`config.mk`:
```
export PLATFORM = sky130hd
export DESIGN_NAME = pixel_shifter_flat
export DESIGN_NICKNAME = d
export VERILOG_FILES = /design/src/matrix_pkg.sv /design/src/scan_if.sv /design/src/pixel_shifter.sv /design/src/flat_wrapper.sv
export SDC_FILE = /design/constraint.sdc
export NUM_CORES = 1
export LEC_CHECK = 0
export BUFFER_PORTS_ARGS = -buffer_cell sky130_fd_sc_hd__buf_2
export CORE_MARGIN = 5
export CORE_UTILIZATION = 33
export CTS_CLUSTER_DIAMETER = 150
export DETAILED_ROUTE_END_ITERATION = 16
export HOLD_SLACK_MARGIN = 0.05
export MAX_ROUTING_LAYER = met4
export PLACE_DENSITY_LB_ADDON = 0.15
export SYNTH_ARGS = -nofsm -noshare
export SYNTH_HDL_FRONTEND = slang
export SYNTH_SLANG_ARGS = --single-unit
```
`constraint.sdc`:
```
create_clock -name clk_in -period 1.1 [get_ports clk_in]
set_input_delay 0.22 -clock clk_in [delete_from_list [all_inputs] [get_ports clk_in]]
set_output_delay 0.22 -clock clk_in [all_outputs]
set_load 0.01 [all_outputs]
```
`src/matrix_pkg.sv`:
```
// ======================================================================
// 32x16 panel scanned as two halves of 8 rows, RGB444 pixels.
// frame buffer holds all 512 pixels, APB byte address = pixel * 4
// the APB window is 4 KiB and anything at or above 2 KiB errors
// ======================================================================
package matrix_pkg;

    // panel geometry
    localparam int panel_width = 32;
    localparam int panel_halfheight = 8;
    localparam int column_bits = $clog2(panel_width);
    localparam int row_bits = $clog2(panel_halfheight);

    // binary-coded modulation
    localparam int brightness_levels = 4;
    // lit time of the lsb plane, in clk_in cycles
    localparam int brightness_base_timeout = 4;
    // remaining lit time below which the next line may shift
    localparam int brightness_overlap = 40;
    localparam int timer_bits = 8;
    localparam logic [brightness_levels-1:0] plane_msb = 1 << (brightness_levels - 1);

    // pixel memory, both halves
    localparam int fb_depth = 2 * panel_halfheight * panel_width;
    localparam int fb_addr_bits = $clog2(fb_depth);

    // apb byte address, word aligned pixels
    localparam int apb_addr_bits = 12;

    typedef struct packed {
        logic [brightness_levels-1:0] red;
        logic [brightness_levels-1:0] green;
        logic [brightness_levels-1:0] blue;
    } pixel_t;

endpackage

```
`src/scan_if.sv`:
```
// ======================================================================
// scan position and shift strobes, scan controller to pixel shifter
// all fields change on the rising edge of clk_in
// ======================================================================
`timescale 1ns/1ps

interface scan_if;

    // column being fetched, counts down from the last column
    logic [matrix_pkg::column_bits-1:0] column;
    // line being shifted, not the lit one
    logic [matrix_pkg::row_bits-1:0] row;
    // one-hot bit plane of the line being shifted
    logic [matrix_pkg::brightness_levels-1:0] mask;
    // one cycle per column, alternate cycles
    logic fetch;
    // one cycle after the last fetch
    logic line_done;

    modport ctrl (output column, output row, output mask, output fetch, output line_done);

    modport shift (input column, input row, input mask, input fetch, input line_done);

endinterface

```
`src/pixel_shifter.sv`:
```
// ======================================================================
// fetch -> memory (1) -> data bits (2) -> pixel_clk high (3)
// data is held from pixel_clk low through the high cycle
// ======================================================================
`timescale 1ns/1ps

module pixel_shifter (
    input  logic                                clk_in,
    input  logic                                reset,
    scan_if.shift                               scan,
    output logic [matrix_pkg::fb_addr_bits-1:0] rd_addr_upper,
    output logic [matrix_pkg::fb_addr_bits-1:0] rd_addr_lower,
    input  matrix_pkg::pixel_t                  rd_pixel_upper,
    input  matrix_pkg::pixel_t                  rd_pixel_lower,
    output logic                                pixel_clk,
    output logic                                r0,
    output logic                                g0,
    output logic                                b0,
    output logic                                r1,
    output logic                                g1,
    output logic                                b1
);

    logic fetch_d1;
    logic load_d2;
    logic [matrix_pkg::brightness_levels-1:0] mask_d1;

    // row * width + column, lower half one half-panel further on
    assign rd_addr_upper = matrix_pkg::fb_addr_bits'({scan.row, scan.column});
    assign rd_addr_lower = rd_addr_upper + matrix_pkg::fb_addr_bits'(
        matrix_pkg::panel_halfheight * matrix_pkg::panel_width);

    // strobe pipeline
    always_ff @(posedge clk_in) begin
        if (reset) begin
            fetch_d1 <= 1'b0;
            load_d2 <= 1'b0;
            pixel_clk <= 1'b0;
        end else begin
            fetch_d1 <= scan.fetch;
            load_d2 <= fetch_d1;
            pixel_clk <= load_d2;
        end
    end

    // plane select, mask travels with the memory read
    always_ff @(posedge clk_in) begin
        mask_d1 <= scan.mask;
        if (fetch_d1) begin
            r0 <= |(rd_pixel_upper.red & mask_d1);
            g0 <= |(rd_pixel_upper.green & mask_d1);
            b0 <= |(rd_pixel_upper.blue & mask_d1);
            r1 <= |(rd_pixel_lower.red & mask_d1);
            g1 <= |(rd_pixel_lower.green & mask_d1);
            b1 <= |(rd_pixel_lower.blue & mask_d1);
        end
    end

endmodule

```
`src/flat_wrapper.sv`:
```
// flat-port wrapper written by rule: the top's interface ports become plain ports
module pixel_shifter_flat 
  (clk_in, reset, rd_addr_upper, rd_addr_lower, rd_pixel_upper, rd_pixel_lower, pixel_clk, r0, g0, b0, r1, g1, b1, scan_column, scan_row, scan_mask, scan_fetch, scan_line_done);
  scan_if scan_i ();
  input  logic clk_in;
  input  logic reset;
  output logic [matrix_pkg::fb_addr_bits-1:0] rd_addr_upper;
  output logic [matrix_pkg::fb_addr_bits-1:0] rd_addr_lower;
  input  matrix_pkg::pixel_t rd_pixel_upper;
  input  matrix_pkg::pixel_t rd_pixel_lower;
  output logic pixel_clk;
  output logic r0;
  output logic g0;
  output logic b0;
  output logic r1;
  output logic g1;
  output logic b1;
  input wire logic [$bits(scan_i.column)-1:0] scan_column;
  input wire logic [$bits(scan_i.row)-1:0] scan_row;
  input wire logic [$bits(scan_i.mask)-1:0] scan_mask;
  input wire logic [$bits(scan_i.fetch)-1:0] scan_fetch;
  input wire logic [$bits(scan_i.line_done)-1:0] scan_line_done;
  assign scan_i.column = scan_column;
  assign scan_i.row = scan_row;
  assign scan_i.mask = scan_mask;
  assign scan_i.fetch = scan_fetch;
  assign scan_i.line_done = scan_line_done;
  pixel_shifter u_core (.clk_in(clk_in), .reset(reset), .scan(scan_i), .rd_addr_upper(rd_addr_upper), .rd_addr_lower(rd_addr_lower), .rd_pixel_upper(rd_pixel_upper), .rd_pixel_lower(rd_pixel_lower), .pixel_clk(pixel_clk), .r0(r0), .g0(g0), .b0(b0), .r1(r1), .g1(g1), .b1(b1));
endmodule
```
Word-level counts from Yosys, hierarchy flattened

Cells that the tools add are included.

$add $sub $neg: 1
Reductions and logical operators: 6
Bitwise logic cells: 6

Operators by type and width:

| cell                                        | number |
|---|---|
| bitwise AND 4 bit                           | 6 |
| OR reduction 4 bit                          | 6 |
| adder 8 x 9 -> 9 bit, second input constant | 1 |

Flip-flop bits (word level): 13
Output and inout bits: 25

Logic depth before layout (Yosys ltp)

Word-level depth: 2
Gate-level depth with buffers: 2
Mapped depth without buffers: 2

Worst setup path after synthesis

Ideal clock, no wire load.

Path kind: reg-to-reg
Start: register u_core.mask_d1[0] (netlist name)
End: register u_core.r1, data pin
Setup slack: 285 ps
Cell stages (with the launch flop): 3
Path buffers: 0
Arrival time: 556 ps
Setup time: 259 ps
Data required time: 841 ps
Cell sequence: dfxtp_1 -> a22oi_1 -> nand2_1

Longest elaborated chain between the ends: 2

RTL lines:

| item                   | RTL line            | text |
|---|---|---|
| start, declared        | pixel_shifter.sv:26 | `logic [matrix_pkg::brightness_levels-1:0] mask_d1;` |
| start signal, assigned | pixel_shifter.sv:48 | `mask_d1 <= scan.mask;` |
| bitwise AND 4 bit      | pixel_shifter.sv:53 | `r1 <= \|(rd_pixel_lower.red & mask_d1);` |
| OR reduction 4 bit     | pixel_shifter.sv:53 |  |
| end signal, assigned   | pixel_shifter.sv:53 |  |
| end, declared          | pixel_shifter.sv:19 | `output logic r1,` |

Every way passes these cells.
A chain may end at the register's enable or synchronous reset.

Final worst setup path

Start: register u_core.b0
End: output port b0

RTL lines:

| item                   | RTL line            | text |
|---|---|---|
| start, declared        | pixel_shifter.sv:18 | `output logic b0,` |
| start signal, assigned | pixel_shifter.sv:52 | `b0 <= \|(rd_pixel_upper.blue & mask_d1);` |
| end, declared          | flat_wrapper.sv:14  | `output logic b0;` |

No word-level cell between the ends.

==> metrics <==
outcome=complete, no violations; cts repair resizes=0; CTS tree=done; Routed wire per std cell=12.4 µm; Worst VDD drop=655 µV; worst slack, placed=208 ps; PD cells=1270 nW/µm²; Buf+Inv Stages, Crit Path=1; ANT nets after route=0; Worst Path Required=880 ps; clock latency on the worst-skew pair=270 ps; YS warnings=0; most common cell after layout, fill and taps aside=buf_2; Fin. Hold Viols=0; hold slack final=136 ps; via density per instance=4.35; utilization after layout=0.430; htree depth=1; Pins Over Slew Limit=0; mapped cell area=594 µm²; die area=2750 µm²; Avg Cell Area, Syn=11.0 µm²; first-pass GRT wire length=2000 µm; Largest stage delay, worst path=370 ps; net switching power=0.210 mW; Fill cells=176; Multi-input gate area=139 µm²; final net count=122; CP startpoint kind=flop; syn nets=94; PnR Total Power=0.942 mW; Std-Cell Core Area=1730 µm²; DRC violations left=0; most frequent cells in the layout=buf_2, a22oi_1, dfxtp_1; count of cell types in the netlist=7; Die Span Y=52.4 µm; Internal=0.733 mW; fmax=983 MHz; via count=461; sequential share of power=0.581; antenna violations before repair=0; sequential-to-total area share from yosys stat=0.539; placed cell count=98; Final min period=1020 ps; fin crit share=0.925; Die X=52.4 µm; Crit-path slowest cell=edfxtp_1; kind of critical path=flop to output port; CTS buffer count=3; GP Congestion=0.711; Starting Density=0.344; Total GRT Usage=0.102; clock sinks=13; worst-path cell chain=buf_2; 1st-pass router iterations=4; Max-cap violations=0; total grt overflow=0; cell area after layout=743 µm²; Layout Cells excl Fill=106; Switching Share=0.222; Clock Power Share=0.303; DRT Wirelength=1320 µm; arrival time at the worst endpoint=800 ps; RSZ-0062 raised after global routing=no; Final Setup Violations=0; #FFs+latches synth=13; IO Count=65; Cells after Synth=54; num rows=15; LEAKAGE=0.346 nW; vias in the first global route=451; IO buf count=37; area delta synth->final=25.1%; Worst-path clk slew=90 ps; Comb power frac=0.116; Cell Area, Placed=676 µm²; Setup Skew=13.2 ps; element type at the critical path end=output port; largest net degree at the start of global routing=9; CP delay by family, top=flip-flops; Reg area=320 µm²; worst setup margin=83.0 ps; ANT cells=0; Longest Clk Path Bufs=2; worst-path maximum fanout=1; setup TNS=0 ps; Worst Hold Class=input port to flop; initial DRC count=7; layout cells sized above 1=0.506; clock root buffer=clkbuf_4
-- cells by family (layout without fill, tap and decap cells) --
group / Yosys count / count (layout) / share of synthesized area
buf+inv: 18 / 45 / 0.227
simple gates: 9 / 9 / 0.0695
other cells: 2 / 2 / 0.0126
flops: 13 / 13 / 0.539
compound gates: 12 / 12 / 0.152
-- final timing paths --
path / start / end / slack, ps / cells after the start
worst max-delay path: u_core.b0$_DFFE_PP_ / b0 / 80 / 1
worst min-delay path: reset / u_core.fetch_d1$_SDFF_PP0_ / 140 / 2
worst max register to register: u_core.mask_d1[2]$_DFF_P_ / u_core.g0$_DFFE_PP_ / 190 / 2
worst min register to register: u_core.load_d2$_SDFF_PP0_ / u_core.pixel_clk$_SDFF_PP0_ / 460 / 1
-- final cells by class --
type                            count  share of cell area
Clock buffer                        3              0.0303
Multi-Input combinational cell     23               0.187
Timing Repair Buffer               41               0.303
Clock inverter                      1             0.00673
Sequential cell                    13               0.431
Tap cell                           25              0.0421
-- flip-flops by register name (all words and copies together), names as in the netlist --
name              cells
u_core.b0             1
u_core.b1             1
u_core.fetch_d1       1
u_core.g0             1
u_core.g1             1
u_core.load_d2        1
u_core.mask_d1        4
u_core.pixel_clk      1
u_core.r0             1
u_core.r1             1
-- power by group through the flow --
stage	Combinational (mW)	Clock (mW)	Sequential [mW]
2_1_floorplan	0.0999	0	0.555
3_3_place_gp	0.0987	0	0.559
3_5_place_dp	0.0996	0	0.559
4_1_cts	0.111	0.296	0.548
5_1_grt	0.126	0.317	0.551
6_report	0.109	0.286	0.548
-- layer usage --
metal	GRT usage	part of all wire	vias up
met1	0.112	0.39	198
met5	-	0	-
met3	0.0484	0.13	7
li1	-	-	226
met4	0.0511	0.021	0
met2	0.155	0.46	30
-- cell usage after synthesis --
cell,count,area [µm²]
a22oi_1,12,90.1
nor2b_1,3,18.8
buf_4,18,135
edfxtp_1,6,180
nand2_1,6,22.5
conb_1,2,7.51
dfxtp_1,7,140
-- timing repair --
action | in CTS | in global routing
setup buffers | 0 | 0
hold buffers | 4 | 0
hold endpoints to repair | 4 | 0
(Power assumes the default switching activity.)
