--- src/matrix_pkg.sv ---
// ======================================================================
// 32x16 panel scanned as two halves of 8 rows, RGB444 pixels.
// frame buffer holds all 512 pixels, APB byte address = pixel * 4
// the APB window is 4 KiB and anything at or above 2 KiB errors
// ======================================================================
package matrix_pkg;

    // panel geometry
    localparam int panel_width = 32;
    localparam int panel_halfheight = 8;
    localparam int column_bits = $clog2(panel_width);
    localparam int row_bits = $clog2(panel_halfheight);

    // binary-coded modulation
    localparam int brightness_levels = 4;
    // lit time of the lsb plane, in clk_in cycles
    localparam int brightness_base_timeout = 4;
    // remaining lit time below which the next line may shift
    localparam int brightness_overlap = 40;
    localparam int timer_bits = 8;
    localparam logic [brightness_levels-1:0] plane_msb = 1 << (brightness_levels - 1);

    // pixel memory, both halves
    localparam int fb_depth = 2 * panel_halfheight * panel_width;
    localparam int fb_addr_bits = $clog2(fb_depth);

    // apb byte address, word aligned pixels
    localparam int apb_addr_bits = 12;

    typedef struct packed {
        logic [brightness_levels-1:0] red;
        logic [brightness_levels-1:0] green;
        logic [brightness_levels-1:0] blue;
    } pixel_t;

endpackage

--- src/scan_if.sv ---
// ======================================================================
// scan position and shift strobes, scan controller to pixel shifter
// all fields change on the rising edge of clk_in
// ======================================================================
`timescale 1ns/1ps

interface scan_if;

    // column being fetched, counts down from the last column
    logic [matrix_pkg::column_bits-1:0] column;
    // line being shifted, not the lit one
    logic [matrix_pkg::row_bits-1:0] row;
    // one-hot bit plane of the line being shifted
    logic [matrix_pkg::brightness_levels-1:0] mask;
    // one cycle per column, alternate cycles
    logic fetch;
    // one cycle after the last fetch
    logic line_done;

    modport ctrl (output column, output row, output mask, output fetch, output line_done);

    modport shift (input column, input row, input mask, input fetch, input line_done);

endinterface

--- src/brightness_timeout.sv ---
// ======================================================================
// weighted lit time per bit plane, base timeout shifted by plane index
// mask_active must already hold the new plane during row_latch
// ======================================================================
`timescale 1ns/1ps

module brightness_timeout (
    input  logic                                     clk_in,
    input  logic                                     reset,
    input  logic                                     row_latch,
    input  logic [matrix_pkg::brightness_levels-1:0] mask_active,
    output logic                                     output_enable,
    output logic                                     in_overlap
);

    logic [matrix_pkg::timer_bits-1:0] duration;
    logic [matrix_pkg::timer_bits-1:0] remaining;

    // one-hot plane to its weight
    always_comb begin
        duration = '0;
        for (int b = 0; b < matrix_pkg::brightness_levels; b++) begin
            if (mask_active[b]) begin
                duration = duration |
                    matrix_pkg::timer_bits'(matrix_pkg::brightness_base_timeout << b);
            end
        end
    end

    // loaded on row_latch, lit from the next cycle on
    scan_timer #(
        .counter_width(matrix_pkg::timer_bits)
    ) u_lit_timer (
        .clk_in  (clk_in),
        .reset   (reset),
        .start   (row_latch),
        .value   (duration),
        .count   (remaining),
        .running (output_enable)
    );

    // next line may begin shifting while the tail is still lit
    assign in_overlap = output_enable &&
        (remaining <= matrix_pkg::timer_bits'(matrix_pkg::brightness_overlap));

endmodule

--- src/matrix_scan.sv ---
// ======================================================================
// line sequencer: 32 fetches on alternate cycles, then latch
// latch waits for the 3-cycle shifter pipeline and a dark panel
// ======================================================================
`timescale 1ns/1ps

module matrix_scan (
    input  logic                            clk_in,
    input  logic                            reset,
    scan_if.ctrl                            scan,
    output logic                            row_latch,
    output logic [matrix_pkg::row_bits-1:0] row_address,
    output logic                            output_enable
);

    typedef enum logic [1:0] {
        st_idle,
        st_shift,
        st_wait_latch,
        st_latch
    } state_t;

    state_t state;
    logic phase;
    logic line_done_d;
    logic start_ok;
    logic last_fetch;
    logic drained;
    logic in_overlap;
    logic col_start;
    logic col_running;
    logic [matrix_pkg::column_bits-1:0] col_count;
    logic [matrix_pkg::column_bits-1:0] col_value;
    logic [matrix_pkg::row_bits-1:0] shift_row;
    logic [matrix_pkg::brightness_levels-1:0] shift_mask;
    logic [matrix_pkg::brightness_levels-1:0] mask_active;

    // dark panel, or lit but inside the overlap tail
    assign start_ok = !output_enable || in_overlap;

    // fetch on even cycles of the shift
    assign scan.fetch = (state == st_shift) && !phase;
    assign last_fetch = scan.fetch && !col_running;

    // nothing left in the shifter two cycles after line_done
    assign drained = !scan.line_done && !line_done_d;

    // load the last column at line start, hold it on odd cycles
    assign col_start = ((state == st_idle) && start_ok) || ((state == st_shift) && phase);
    assign col_value = (state == st_idle) ?
        matrix_pkg::column_bits'(matrix_pkg::panel_width - 1) : col_count;

    scan_timer #(
        .counter_width(matrix_pkg::column_bits)
    ) u_column_timer (
        .clk_in  (clk_in),
        .reset   (reset),
        .start   (col_start),
        .value   (col_value),
        .count   (col_count),
        .running (col_running)
    );

    assign scan.column = col_count;
    assign scan.row = shift_row;
    assign scan.mask = shift_mask;
    assign row_latch = (state == st_latch);

    always_ff @(posedge clk_in) begin
        if (reset) begin
            state <= st_idle;
            phase <= 1'b0;
            scan.line_done <= 1'b0;
            line_done_d <= 1'b0;
            shift_row <= '0;
            shift_mask <= matrix_pkg::plane_msb;
            row_address <= '0;
            mask_active <= '0;
        end else begin
            scan.line_done <= last_fetch;
            line_done_d <= scan.line_done;
            phase <= (state == st_shift) && !phase;
            case (state)
                st_idle: begin
                    if (start_ok) begin
                        state <= st_shift;
                    end
                end
                st_shift: begin
                    if (last_fetch) begin
                        state <= st_wait_latch;
                    end
                end
                st_wait_latch: begin
                    if (drained && !output_enable) begin
                        state <= st_latch;
                        // active values are valid during the latch cycle
                        row_address <= shift_row;
                        mask_active <= shift_mask;
                        // msb first, row steps after the lsb plane
                        if (shift_mask[0]) begin
                            shift_mask <= matrix_pkg::plane_msb;
                            shift_row <= shift_row + 1'b1;
                        end else begin
                            shift_mask <= shift_mask >> 1;
                        end
                    end
                end
                st_latch: begin
                    state <= st_idle;
                end
                default: begin
                    state <= st_idle;
                end
            endcase
        end
    end

    brightness_timeout u_brightness (
        .clk_in        (clk_in),
        .reset         (reset),
        .row_latch     (row_latch),
        .mask_active   (mask_active),
        .output_enable (output_enable),
        .in_overlap    (in_overlap)
    );

endmodule

--- src/scan_timer.sv ---
// ======================================================================
// loadable down counter, stops at zero
// a start in the same cycle as the last step wins
// ======================================================================
`timescale 1ns/1ps

module scan_timer #(
    parameter int counter_width = 8
) (
    input  logic                     clk_in,
    input  logic                     reset,
    input  logic                     start,
    input  logic [counter_width-1:0] value,
    output logic [counter_width-1:0] count,
    output logic                     running
);

    always_ff @(posedge clk_in) begin
        if (reset) begin
            count <= '0;
        end else if (start) begin
            // reload, also used to hold the count
            count <= value;
        end else if (count != '0) begin
            count <= count - 1'b1;
        end
    end

    // high for exactly value cycles after a start
    assign running = (count != '0);

endmodule

--- src/flat_wrapper.sv ---
// flat-port wrapper written by rule: the top's interface ports become plain ports
module matrix_scan_flat 
  (clk_in, reset, row_latch, row_address, output_enable, scan_column, scan_row, scan_mask, scan_fetch, scan_line_done);
  scan_if scan_i ();
  input  logic clk_in;
  input  logic reset;
  output logic row_latch;
  output logic [matrix_pkg::row_bits-1:0] row_address;
  output logic output_enable;
  output wire logic [$bits(scan_i.column)-1:0] scan_column;
  output wire logic [$bits(scan_i.row)-1:0] scan_row;
  output wire logic [$bits(scan_i.mask)-1:0] scan_mask;
  output wire logic [$bits(scan_i.fetch)-1:0] scan_fetch;
  output wire logic [$bits(scan_i.line_done)-1:0] scan_line_done;
  assign scan_column = scan_i.column;
  assign scan_row = scan_i.row;
  assign scan_mask = scan_i.mask;
  assign scan_fetch = scan_i.fetch;
  assign scan_line_done = scan_i.line_done;
  matrix_scan u_core (.clk_in(clk_in), .reset(reset), .scan(scan_i), .row_latch(row_latch), .row_address(row_address), .output_enable(output_enable));
endmodule
--- config.mk ---
export PLATFORM = sky130hd
export DESIGN_NAME = matrix_scan_flat
export DESIGN_NICKNAME = d
export VERILOG_FILES = /design/src/matrix_pkg.sv /design/src/scan_if.sv /design/src/brightness_timeout.sv /design/src/matrix_scan.sv /design/src/scan_timer.sv /design/src/flat_wrapper.sv
export SDC_FILE = /design/constraint.sdc
export NUM_CORES = 1
export LEC_CHECK = 0
export BUFFER_PORTS_ARGS = -buffer_cell sky130_fd_sc_hd__buf_2
export CORE_UTILIZATION = 56
export CTS_CLUSTER_SIZE = 16
export DETAILED_ROUTE_END_ITERATION = 6
export PLACE_DENSITY = 0.78
export SLEW_MARGIN = 0
export SYNTH_ARGS = -nofsm -noshare
export SYNTH_HDL_FRONTEND = slang
export SYNTH_SLANG_ARGS = --single-unit
--- constraint.sdc ---
create_clock -name clk_in -period 2.12 [get_ports clk_in]
set_input_delay 0.106 -clock clk_in [delete_from_list [all_inputs] [get_ports clk_in]]
set_output_delay 0.106 -clock clk_in [all_outputs]
set_load 0.01 [all_outputs]
# Yosys cells after proc, flatten, opt, wreduce, memory -nomap -nowiden
# Cells that the tools add are included.
[word_totals]
ff_bits = 32
inputBits = 2
out_inout_bits = 19
elab_cells = 58
[op_classes]
addsub = 3
n_lt_le_gt_ge = 1
n_eq_ne = 7
n_mux = 14
n_reduce_logical = 23
[op_table]
columns = ["cell", "n"]
rows = [
  ["5-bit 2-to-1 mux", 4],
  ["8-bit 2-to-1 mux", 2],
  ["8-bit by 6-bit <= comparator with 1-bit output, second input constant", 1],
  ["4-bit 2-to-1 mux", 2],
  ["2-bit case mux with 4 select lines", 1],
  ["8-bit nonzero test", 1],
  ["8-bit by 1-bit subtractor with 8-bit output, second input constant", 1],
  ["1-bit logical AND", 7],
  ["2-bit 2-to-1 mux", 3],
  ["6-bit 2-to-1 mux", 1],
  ["2-bit by 1-bit != test with 1-bit output, second input constant", 3],
  ["3-bit AND reduction", 2],
  ["1-bit zero test", 5],
  ["5-bit nonzero test", 1],
  ["5-bit by 1-bit subtractor with 5-bit output, second input constant", 1],
  ["2-bit equality test, second input constant", 2],
  ["2-bit AND reduction", 2],
  ["2-bit nonzero test", 2],
  ["3-bit by 1-bit adder with 3-bit output, second input constant", 1],
  ["3-bit 2-to-1 mux", 1],
  ["2-bit by 1-bit equality test with 1-bit output, second input constant", 1],
  ["2-bit zero test", 1],
  ["1-bit logical OR", 2],
  ["2-bit != test, second input constant", 1],
]

# Logic depth before layout (Yosys ltp)
# Gate-level depths: netlist of run 1.
[logic_depth]
ltp_word = 7
mapped_depth = 7
ltp_nobuf = 6

# Modules after synthesis
# From an unflattened synthesis of run 1, not the netlist that was laid out.
[hier_totals]
cells_unflattened = 189
hier_area_um2 = 1636.6
[modules_own_cells]
columns = ["mod", "instances", "cells_per_inst", "area_per_inst_um2", "seq_area_each_um2"]
rows = [
  ["matrix_scan", 1, 96, 844.6, 380.4],
  ["scan_timer (u_core.u_brightness.u_lit_timer)", 1, 54, 479.2, 160.2],
  ["scan_timer (u_core.u_column_timer)", 1, 34, 284.0, 100.1],
  ["brightness_timeout", 1, 5, 28.8, 0.0],
]

# Least setup slack after synthesis of run 1
# No wires, ideal clock.
[synth_timing]
kind = "reg-to-reg"
from = "register u_core.u_column_timer.count[0]"
to = "register u_core.state[0]"
setup_ns = 0.115
arrival_time_ns = 1.719
required_time_ns = 2.005
setup_slack_ns = 0.286
stages_incl_launch_ff = 8
path_buffers = 1
synth_period_minus_slack_ns = 1.834
path_cell_list = "dfxtp_1 > inv_1 > ha_1 > or4b_1 > buf_2 > o21a_1 > o31a_2 > o21a_1"
[synth_via]
elab_chain_cells = 5
[synth_lines]
columns = ["item", "line", "source"]
rows = [
  ["start, declared", "scan_timer.sv:14", "output logic [counter_width-1:0] count,"],
  ["start signal, assigned", "scan_timer.sv:23", "count <= value;"],
  ["start signal, assigned", "scan_timer.sv:25", "count <= count - 1'b1;"],
  ["5-bit nonzero test", "scan_timer.sv:30", "assign running = (count != '0);"],
  ["1-bit zero test", "matrix_scan.sv:43", "assign last_fetch = scan.fetch && !col_running;"],
  ["1-bit logical AND", "matrix_scan.sv:43", ""],
  ["2-bit by 1-bit != test with 1-bit output (no line)", "--", ""],
  ["3-bit AND reduction (no line)", "--", ""],
  ["end signal, assigned", "matrix_scan.sv:71", "state <= st_idle;"],
  ["end signal, assigned", "matrix_scan.sv:86", "state <= st_shift;"],
  ["end signal, assigned", "matrix_scan.sv:91", "state <= st_wait_latch;"],
  ["end, declared", "matrix_scan.sv:23", "state_t state;"],
]
# Every way passes these cells.
# A chain may end at the register's enable or synchronous reset.

# Worst setup path in the final report of run 1
[layout_timing]
from = "register u_core.u_column_timer.count[0]"
to = "register u_core.state[1]"
# The elaborated chain is that of the path after synthesis.

==> results.sh, run 1 <==
export IMPL_path_clk_slew_ns=0.10
export IMPL_fin_tns_setup_ns=0
export IMPL_coreArea_um2=2520
export IMPL_cts_buffer_depth=2
export IMPL_p_leak_nw=0.745
export IMPL_cts_tree="done"
export IMPL_die_w_um=54.3
export IMPL_post_place_ws_ns=0.189
export IMPL_synth_async_reset_ratio_pct=0
export IMPL_worst_setup_path_end_kind="flop"
export IMPL_yosysMostFrequentCell="dfxtp_1"
export IMPL_maxCapViolCount=0
export IMPL_crit_chain="inv_1 > ha_1 > or4b_1 > o21a_1 > a221oi_2 > mux2i_1"
export IMPL_hold_path_class="in -> reg"
export IMPL_yosys_warnings=0
export IMPL_globalplace_congestion=0.778
export IMPL_period_needed_ns=1.96
export IMPL_crit_path_max_incr_delay_ns=0.56
export IMPL_grt_overflow=0
export IMPL_root_buffer="clkbuf_4"
export IMPL_ys_flop_type="dfxtp_1"
export IMPL_r2r_end="u_core.state[1]$_SDFFE_PP0P_"
export IMPL_start_kind="flop"
export IMPL_placementRows=18
export IMPL_worstPathMaxFanout=6
export IMPL_pin_count=21
export IMPL_synth_edf_count=0
export IMPL_htree_levels=2
export IMPL_max_freq_mhz=511
export IMPL_drt_total_wl_um=3260
export IMPL_finalSetupViolations=0
export IMPL_syn_to_final_growth_pct=13.2
export IMPL_synth_common_cells="dfxtp_1 (32), nand2_1 (31), a21oi_1 (20), nor2_1 (10), inv_1 (9)"
export IMPL_postCtsHoldBufs=0
export IMPL_grt_max_degree=30
export IMPL_hold_violations=0
export IMPL_regToRegSetupSlack_ns=0.16
export IMPL_final_core_util_pct=68.6
export IMPL_viasPerCell=5.84
export IMPL_track_usage_pct=26.4
export IMPL_initial_utilization_pct=60.6
export IMPL_synth_largest_area_cell="dfxtp_1"
export IMPL_wire_per_inst_um=14.1
export IMPL_grt_pass1_wl_um=5400
export IMPL_ys_ff_latch=32
export IMPL_grt_pass1_vias=1209
export IMPL_yosysTopAreaCellShare_pct=41.9
export IMPL_rr_worst_depth=6
export IMPL_slew_headroom_pct=65.7
export IMPL_min_from="reset"
export IMPL_antenna_left=0
export IMPL_die_h_um=54.3
export IMPL_synth_fp_nets=186
export IMPL_met1_usage_pct=31.3
export IMPL_synth_area_top_cells="dfxtp_1 (42%), nand2_1 (7.6%), a21oi_1 (6.5%)"
export IMPL_synth_area_per_cell_um2=8.64
export IMPL_timing_rr_start="u_core.u_column_timer.count[0]$_SDFFE_PP0P_"
export IMPL_required_ns=2.39
export IMPL_cts_made_buffers=5
export IMPL_ctsResizeCount=0
export IMPL_path_buf_inv=1
export IMPL_path_delay_family="simple AND/OR/NAND/NOR gates"
export IMPL_slew_viol_final=0
export IMPL_outcome="finished clean"
export IMPL_clock_latency_ns=0.33
export IMPL_place_area_um2=1670
export IMPL_layout_worst_path_cycle_share_pct=92.3
export IMPL_grt_use_met2_pct=44.3
export IMPL_drt_iter0_drc=23
export IMPL_dp_hpwl_um=2340
export IMPL_yosysUniqueCellTypes=41
export IMPL_peakVddDrop_mv=1.19
export IMPL_drc=0
export IMPL_vias=1354
export IMPL_critical_path_class="reg -> reg"
export IMPL_layout_setup_ws_ns=0.163
export IMPL_dr_pass1_iters=4
export IMPL_drive_gt1_share_pct=20.8
export IMPL_synth_cells=177
export IMPL_holdPathStages=2
export IMPL_syn_cell_area_um2=1530
export IMPL_finalClockSkew_ns=0.00615
export IMPL_yosysSeqAreaShare_pct=41.9
export IMPL_stdcell_area_um2=1730
export IMPL_rsz0062_at_grt="false"
export IMPL_n_antenna_cell=0
export IMPL_nets=210
export IMPL_crit_arrival_ns=2.22
export IMPL_tightestPinTransition_ns=0.515
export IMPL_clock_sinks=32
export IMPL_port_buffers=20
export IMPL_post_cts_repair_setup_buffers=0
export IMPL_top_usage_layer="met2"
export IMPL_crit_slowest_cell="or4b_1"
export IMPL_grtUsageMet3_pct=5.83
export IMPL_min_to="u_core.u_brightness.u_lit_timer.count[3]$_SDFFE_PP0P_"
export IMPL_dieArea_um2=2940
export IMPL_antenna_found_initial=0
export IMPL_power_density_nw_per_um2=1380
export IMPL_crit_cells=6
-- state kept, by name, indices dropped and copies added, names as in the netlist --
| signal | cells |
|---|---|
| u_core.u_column_timer.count | 5 |
| u_core.row_address | 3 |
| u_core.scan.row | 3 |
| u_core.phase | 1 |
| u_core.scan.line_done | 1 |
| u_core.mask_active | 4 |
| u_core.scan.mask | 4 |
| u_core.state | 2 |
| u_core.line_done_d | 1 |
| u_core.u_brightness.u_lit_timer.count | 8 |
-- worst max-delay path by stage --
stage	slack (ns)	endpoint	startpoint
4_1_cts	0.16	u_core.state[1]$_SDFFE_PP0P_	u_core.u_column_timer.count[0]$_SDFFE_PP0P_
6_report	0.16	u_core.state[1]$_SDFFE_PP0P_	u_core.u_column_timer.count[0]$_SDFFE_PP0P_
3_5_place_dp	0.19	u_core.state[1]$_SDFFE_PP0P_	u_core.u_column_timer.count[0]$_SDFFE_PP0P_
2_1_floorplan	0.29	u_core.state[0]$_SDFFE_PP0P_	u_core.u_column_timer.count[0]$_SDFFE_PP0P_
3_3_place_gp	0.29	u_core.state[1]$_SDFFE_PP0P_	u_core.u_column_timer.count[0]$_SDFFE_PP0P_
5_1_grt	0.07	u_core.state[1]$_SDFFE_PP0P_	u_core.u_column_timer.count[0]$_SDFFE_PP0P_
-- cell families after synthesis --
logic type	after synthesis	share of synthesized area, %
buffers and inverters	16	4.09
muxes	5	3.52
adders and majority gates	7	5.73
AOI/OAI and AO/OA	40	17.3
and+or+nand+nor	73	25.1
xor gates and xnor gates	4	2.29
DFF	32	41.9
-- layer usage --
| metal | vias up | part of all wire [%] |
|---|---|---|
| met3 | 3 | 4.9 |
| met5 | - | 0 |
| met2 | 33 | 50 |
| met4 | 0 | 0.77 |
| li1 | 666 | - |
| met1 | 652 | 45 |
-- where the power goes --
part	internal, mW	switching, mW
combinational	0.526	0.603
sequential	0.735	0.161
clock	0.162	0.204
total	1.42	0.968
-- stage by stage --
stage	instances	hold slack (ns)	total power [mW]
final	232	0.229	2.39
after global routing	232	0.241	2.57
after CTS	232	0.214	2.40
after detailed placement	224	0.443	2.02
after global placement	224	0.438	1.95
after floorplan	177	0.337	1.70
-- cells in the final DEF, fill, tap and decap left out, types with 4 or more instances in the layout --
master / n
a21oi_1: 20
buf_2: 20
clkbuf_4: 5
ha_1: 7
nor2_1: 10
nand3_1: 4
nor2b_1: 6
dfxtp_1: 32
buf_4: 4
inv_1: 9
nor3_1: 5
xnor2_1: 4
nand2_1: 31
-- final cells by class --
cell class	count	area, µm²
well taps	30	37.5
clock inverters	1	7.51
clock buffers	7	55.1
flip-flops and latches	32	641
repair buffers	24	130
fillers	218	792
multi-input cells	129	826
inverters	9	33.8
Note: power is estimated with default switching activity, not from simulation.
==> run 2: changes to the inputs <==
BUFFER_PORTS_ARGS = -buffer_cell sky130_fd_sc_hd__clkbuf_2   (was -buffer_cell sky130_fd_sc_hd__buf_2)
==> run 2 against run 1 <==
Net effect:
- worst setup slack worse by 0.033 ns
- sequential power hardly changed
- total power increased by 0.49%
- first-iteration DRC count shrank 4.3%
- hold slack worse by 0.066 ns
- clock skew grew 0.0021 ns
- sequential share of layout area fell by 0.21 points
- global-route usage fell by 0.62 points
- largest cell class unchanged
- largest power group unchanged
==> results.sh, run 2 (synthesized netlist as in run 1, its figures left out) <==
export IMPL_cts_made_buffers=5
export IMPL_postCtsHoldBufs=0
export IMPL_finalClockSkew_ns=0.00828
export IMPL_slew_viol_final=0
export IMPL_viasPerCell=5.72
export IMPL_antenna_found_initial=0
export IMPL_maxCapViolCount=0
export IMPL_period_needed_ns=1.99
export IMPL_port_buffers=20
export IMPL_cts_buffer_depth=2
export IMPL_p_leak_nw=0.747
export IMPL_vias=1326
export IMPL_critical_path_class="reg -> reg"
export IMPL_pin_count=21
export IMPL_crit_path_max_incr_delay_ns=0.56
export IMPL_coreArea_um2=2520
export IMPL_regToRegSetupSlack_ns=0.13
export IMPL_drt_iter0_drc=22
export IMPL_clock_sinks=32
export IMPL_path_buf_inv=1
export IMPL_nFillCells=213
export IMPL_die_h_um=54.3
export IMPL_ctsResizeCount=0
export IMPL_hold_path_class="in -> reg"
export IMPL_max_freq_mhz=503
export IMPL_top_register="u_core.u_brightness.u_lit_timer.count"
export IMPL_grt_max_degree=29
export IMPL_wire_per_inst_um=14.0
export IMPL_rsz0062_at_grt="false"
export IMPL_finalSetupViolations=0
export IMPL_worstPathMaxFanout=6
export IMPL_power_density_nw_per_um2=1380
export IMPL_cts_tree="done"
export IMPL_root_buffer="clkbuf_4"
export IMPL_start_kind="flop"
export IMPL_drc=0
export IMPL_layout_setup_ws_ns=0.130
export IMPL_htree_levels=2
export IMPL_antenna_left=0
export IMPL_setup_worst_path_end="u_core.state[1]$_SDFFE_PP0P_"
export IMPL_track_usage_pct=25.8
export IMPL_outcome="finished clean"
export IMPL_rr_worst_depth=6
export IMPL_syn_to_final_growth_pct=13.8
export IMPL_n_antenna_cell=0
export IMPL_placementRows=18
export IMPL_nets=211
export IMPL_path_delay_family="simple AND/OR/NAND/NOR gates"
export IMPL_clock_latency_ns=0.34
export IMPL_largest_reg_flops=8
export IMPL_top_regs="u_core.u_brightness.u_lit_timer.count x8, u_core.u_column_timer.count x5"
export IMPL_timing_rr_start="u_core.u_column_timer.count[0]$_SDFFE_PP0P_"
export IMPL_dp_hpwl_um=2370
export IMPL_crit_chain="inv_1 > ha_1 > or4b_1 > o21a_1 > a221oi_2 > mux2i_1"
export IMPL_crit_cells=6
export IMPL_seqCellArea_um2=641
export IMPL_path_clk_slew_ns=0.09
export IMPL_hold_violations=0
export IMPL_layout_common_cells="dfxtp_1 (32), nand2_1 (31), a21oi_1 (20), clkbuf_2 (20), nor2_1 (10)"
export IMPL_drive_gt1_share_pct=21.3
export IMPL_multi_input_area_um2=826
export IMPL_required_ns=2.39
export IMPL_crit_arrival_ns=2.26
export IMPL_grt_overflow=0
export IMPL_globalplace_congestion=0.778
export IMPL_cp_startpoint="u_core.u_column_timer.count[0]$_SDFFE_PP0P_"
export IMPL_initial_utilization_pct=60.6
export IMPL_crit_slowest_cell="or4b_1"
export IMPL_r2r_end="u_core.state[1]$_SDFFE_PP0P_"
export IMPL_peakVddDrop_mv=1.17
export IMPL_slew_headroom_pct=75.0
export IMPL_fin_tns_setup_ns=0
export IMPL_grt_pass1_wl_um=5240
export IMPL_dr_pass1_iters=6
export IMPL_layout_worst_path_cycle_share_pct=93.9
export IMPL_post_cts_repair_setup_buffers=0
export IMPL_die_w_um=54.3
export IMPL_drt_total_wl_um=3250
export IMPL_worst_setup_path_end_kind="flop"
export IMPL_tightestPinTransition_ns=0.374
export IMPL_post_place_ws_ns=0.146
export IMPL_grt_pass1_vias=1180
export IMPL_dieArea_um2=2940
export IMPL_layout_cells_most_common="dfxtp_1"
run 2: cell count changes in the layout (fill, tap and decap cells not counted), sizes merged:
cell / previous run / this run
clkbuf: 7 / 27
buf: 24 / 5
clkinvlp: 1 / 0
run 2: how the worst min path moves through the flow:
stage | startpoint | endpoint | depth (start not counted) | slack (ns)
after detailed placement | u_core.mask_active[3]$_SDFFE_PP0P_ | u_core.u_brightness.u_lit_timer.count[5]$_SDFFE_PP0P_ | 2 | 0.45
after global routing | reset | u_core.u_brightness.u_lit_timer.count[1]$_SDFFE_PP0P_ | 3 | 0.17
after floorplan | reset | u_core.u_brightness.u_lit_timer.count[1]$_SDFFE_PP0P_ | 2 | 0.34
final | reset | u_core.u_brightness.u_lit_timer.count[1]$_SDFFE_PP0P_ | 3 | 0.16
after global placement | u_core.row_address[1]$_SDFFE_PP0P_ | u_core.row_address[1]$_SDFFE_PP0P_ | 2 | 0.44
after CTS | reset | u_core.u_brightness.u_lit_timer.count[1]$_SDFFE_PP0P_ | 3 | 0.15
run 2: per-layer routing:
| layer | up-vias | part of all wire, % | GRT usage, % | routed length (µm) |
|---|---|---|---|---|
| met5 | - | 0 | 0 | 0 |
| met4 | 0 | 1.4 | 9.83 | 44 |
| met3 | 5 | 4.7 | 7.50 | 153 |
| met2 | 33 | 48 | 43.7 | 1560 |
| met1 | 613 | 46 | 30.5 | 1490 |
| li1 | 675 | - | - | - |
run 2: area by class of cell:
| type | count | share of cell area (%) |
|---|---|---|
| Multi-Input combinational cell | 129 | 47.4 |
| Sequential cell | 32 | 36.8 |
| Timing Repair Buffer | 25 | 7.91 |
| Clock buffer | 7 | 3.74 |
| Tap cell | 30 | 2.16 |
| Inverter | 9 | 1.94 |
run 2: worst register-to-register path, cell delays in order, from the launching register on:
cell,delay (ns)
dfxtp_1,0.33
inv_1,0.09
ha_1,0.22
or4b_1,0.56
o21a_1,0.25
a221oi_2,0.27
mux2i_1,0.21
run 2: power by group:
part | switching, mW | internal, mW | total [mW]
clock network | 0.198 | 0.188 | 0.386
registers | 0.158 | 0.735 | 0.893
logic | 0.598 | 0.527 | 1.12
run 2: metrics by stage:
| stage | hold slack [ns] | cell area (µm²) | utilization [%] | total power, mW | cells |
|---|---|---|---|---|---|
| finish | 0.163 | 1740 | 69.0 | 2.40 | 232 |
| global route | 0.166 | 1740 | 69.0 | 2.58 | 232 |
| CTS | 0.152 | 1740 | 69.0 | 2.41 | 232 |
| detailed placement | 0.450 | 1680 | 66.4 | 2.02 | 225 |
| global placement | 0.440 | 1680 | 66.4 | 1.96 | 225 |
| floorplan | 0.337 | 1530 | - | 1.70 | 177 |
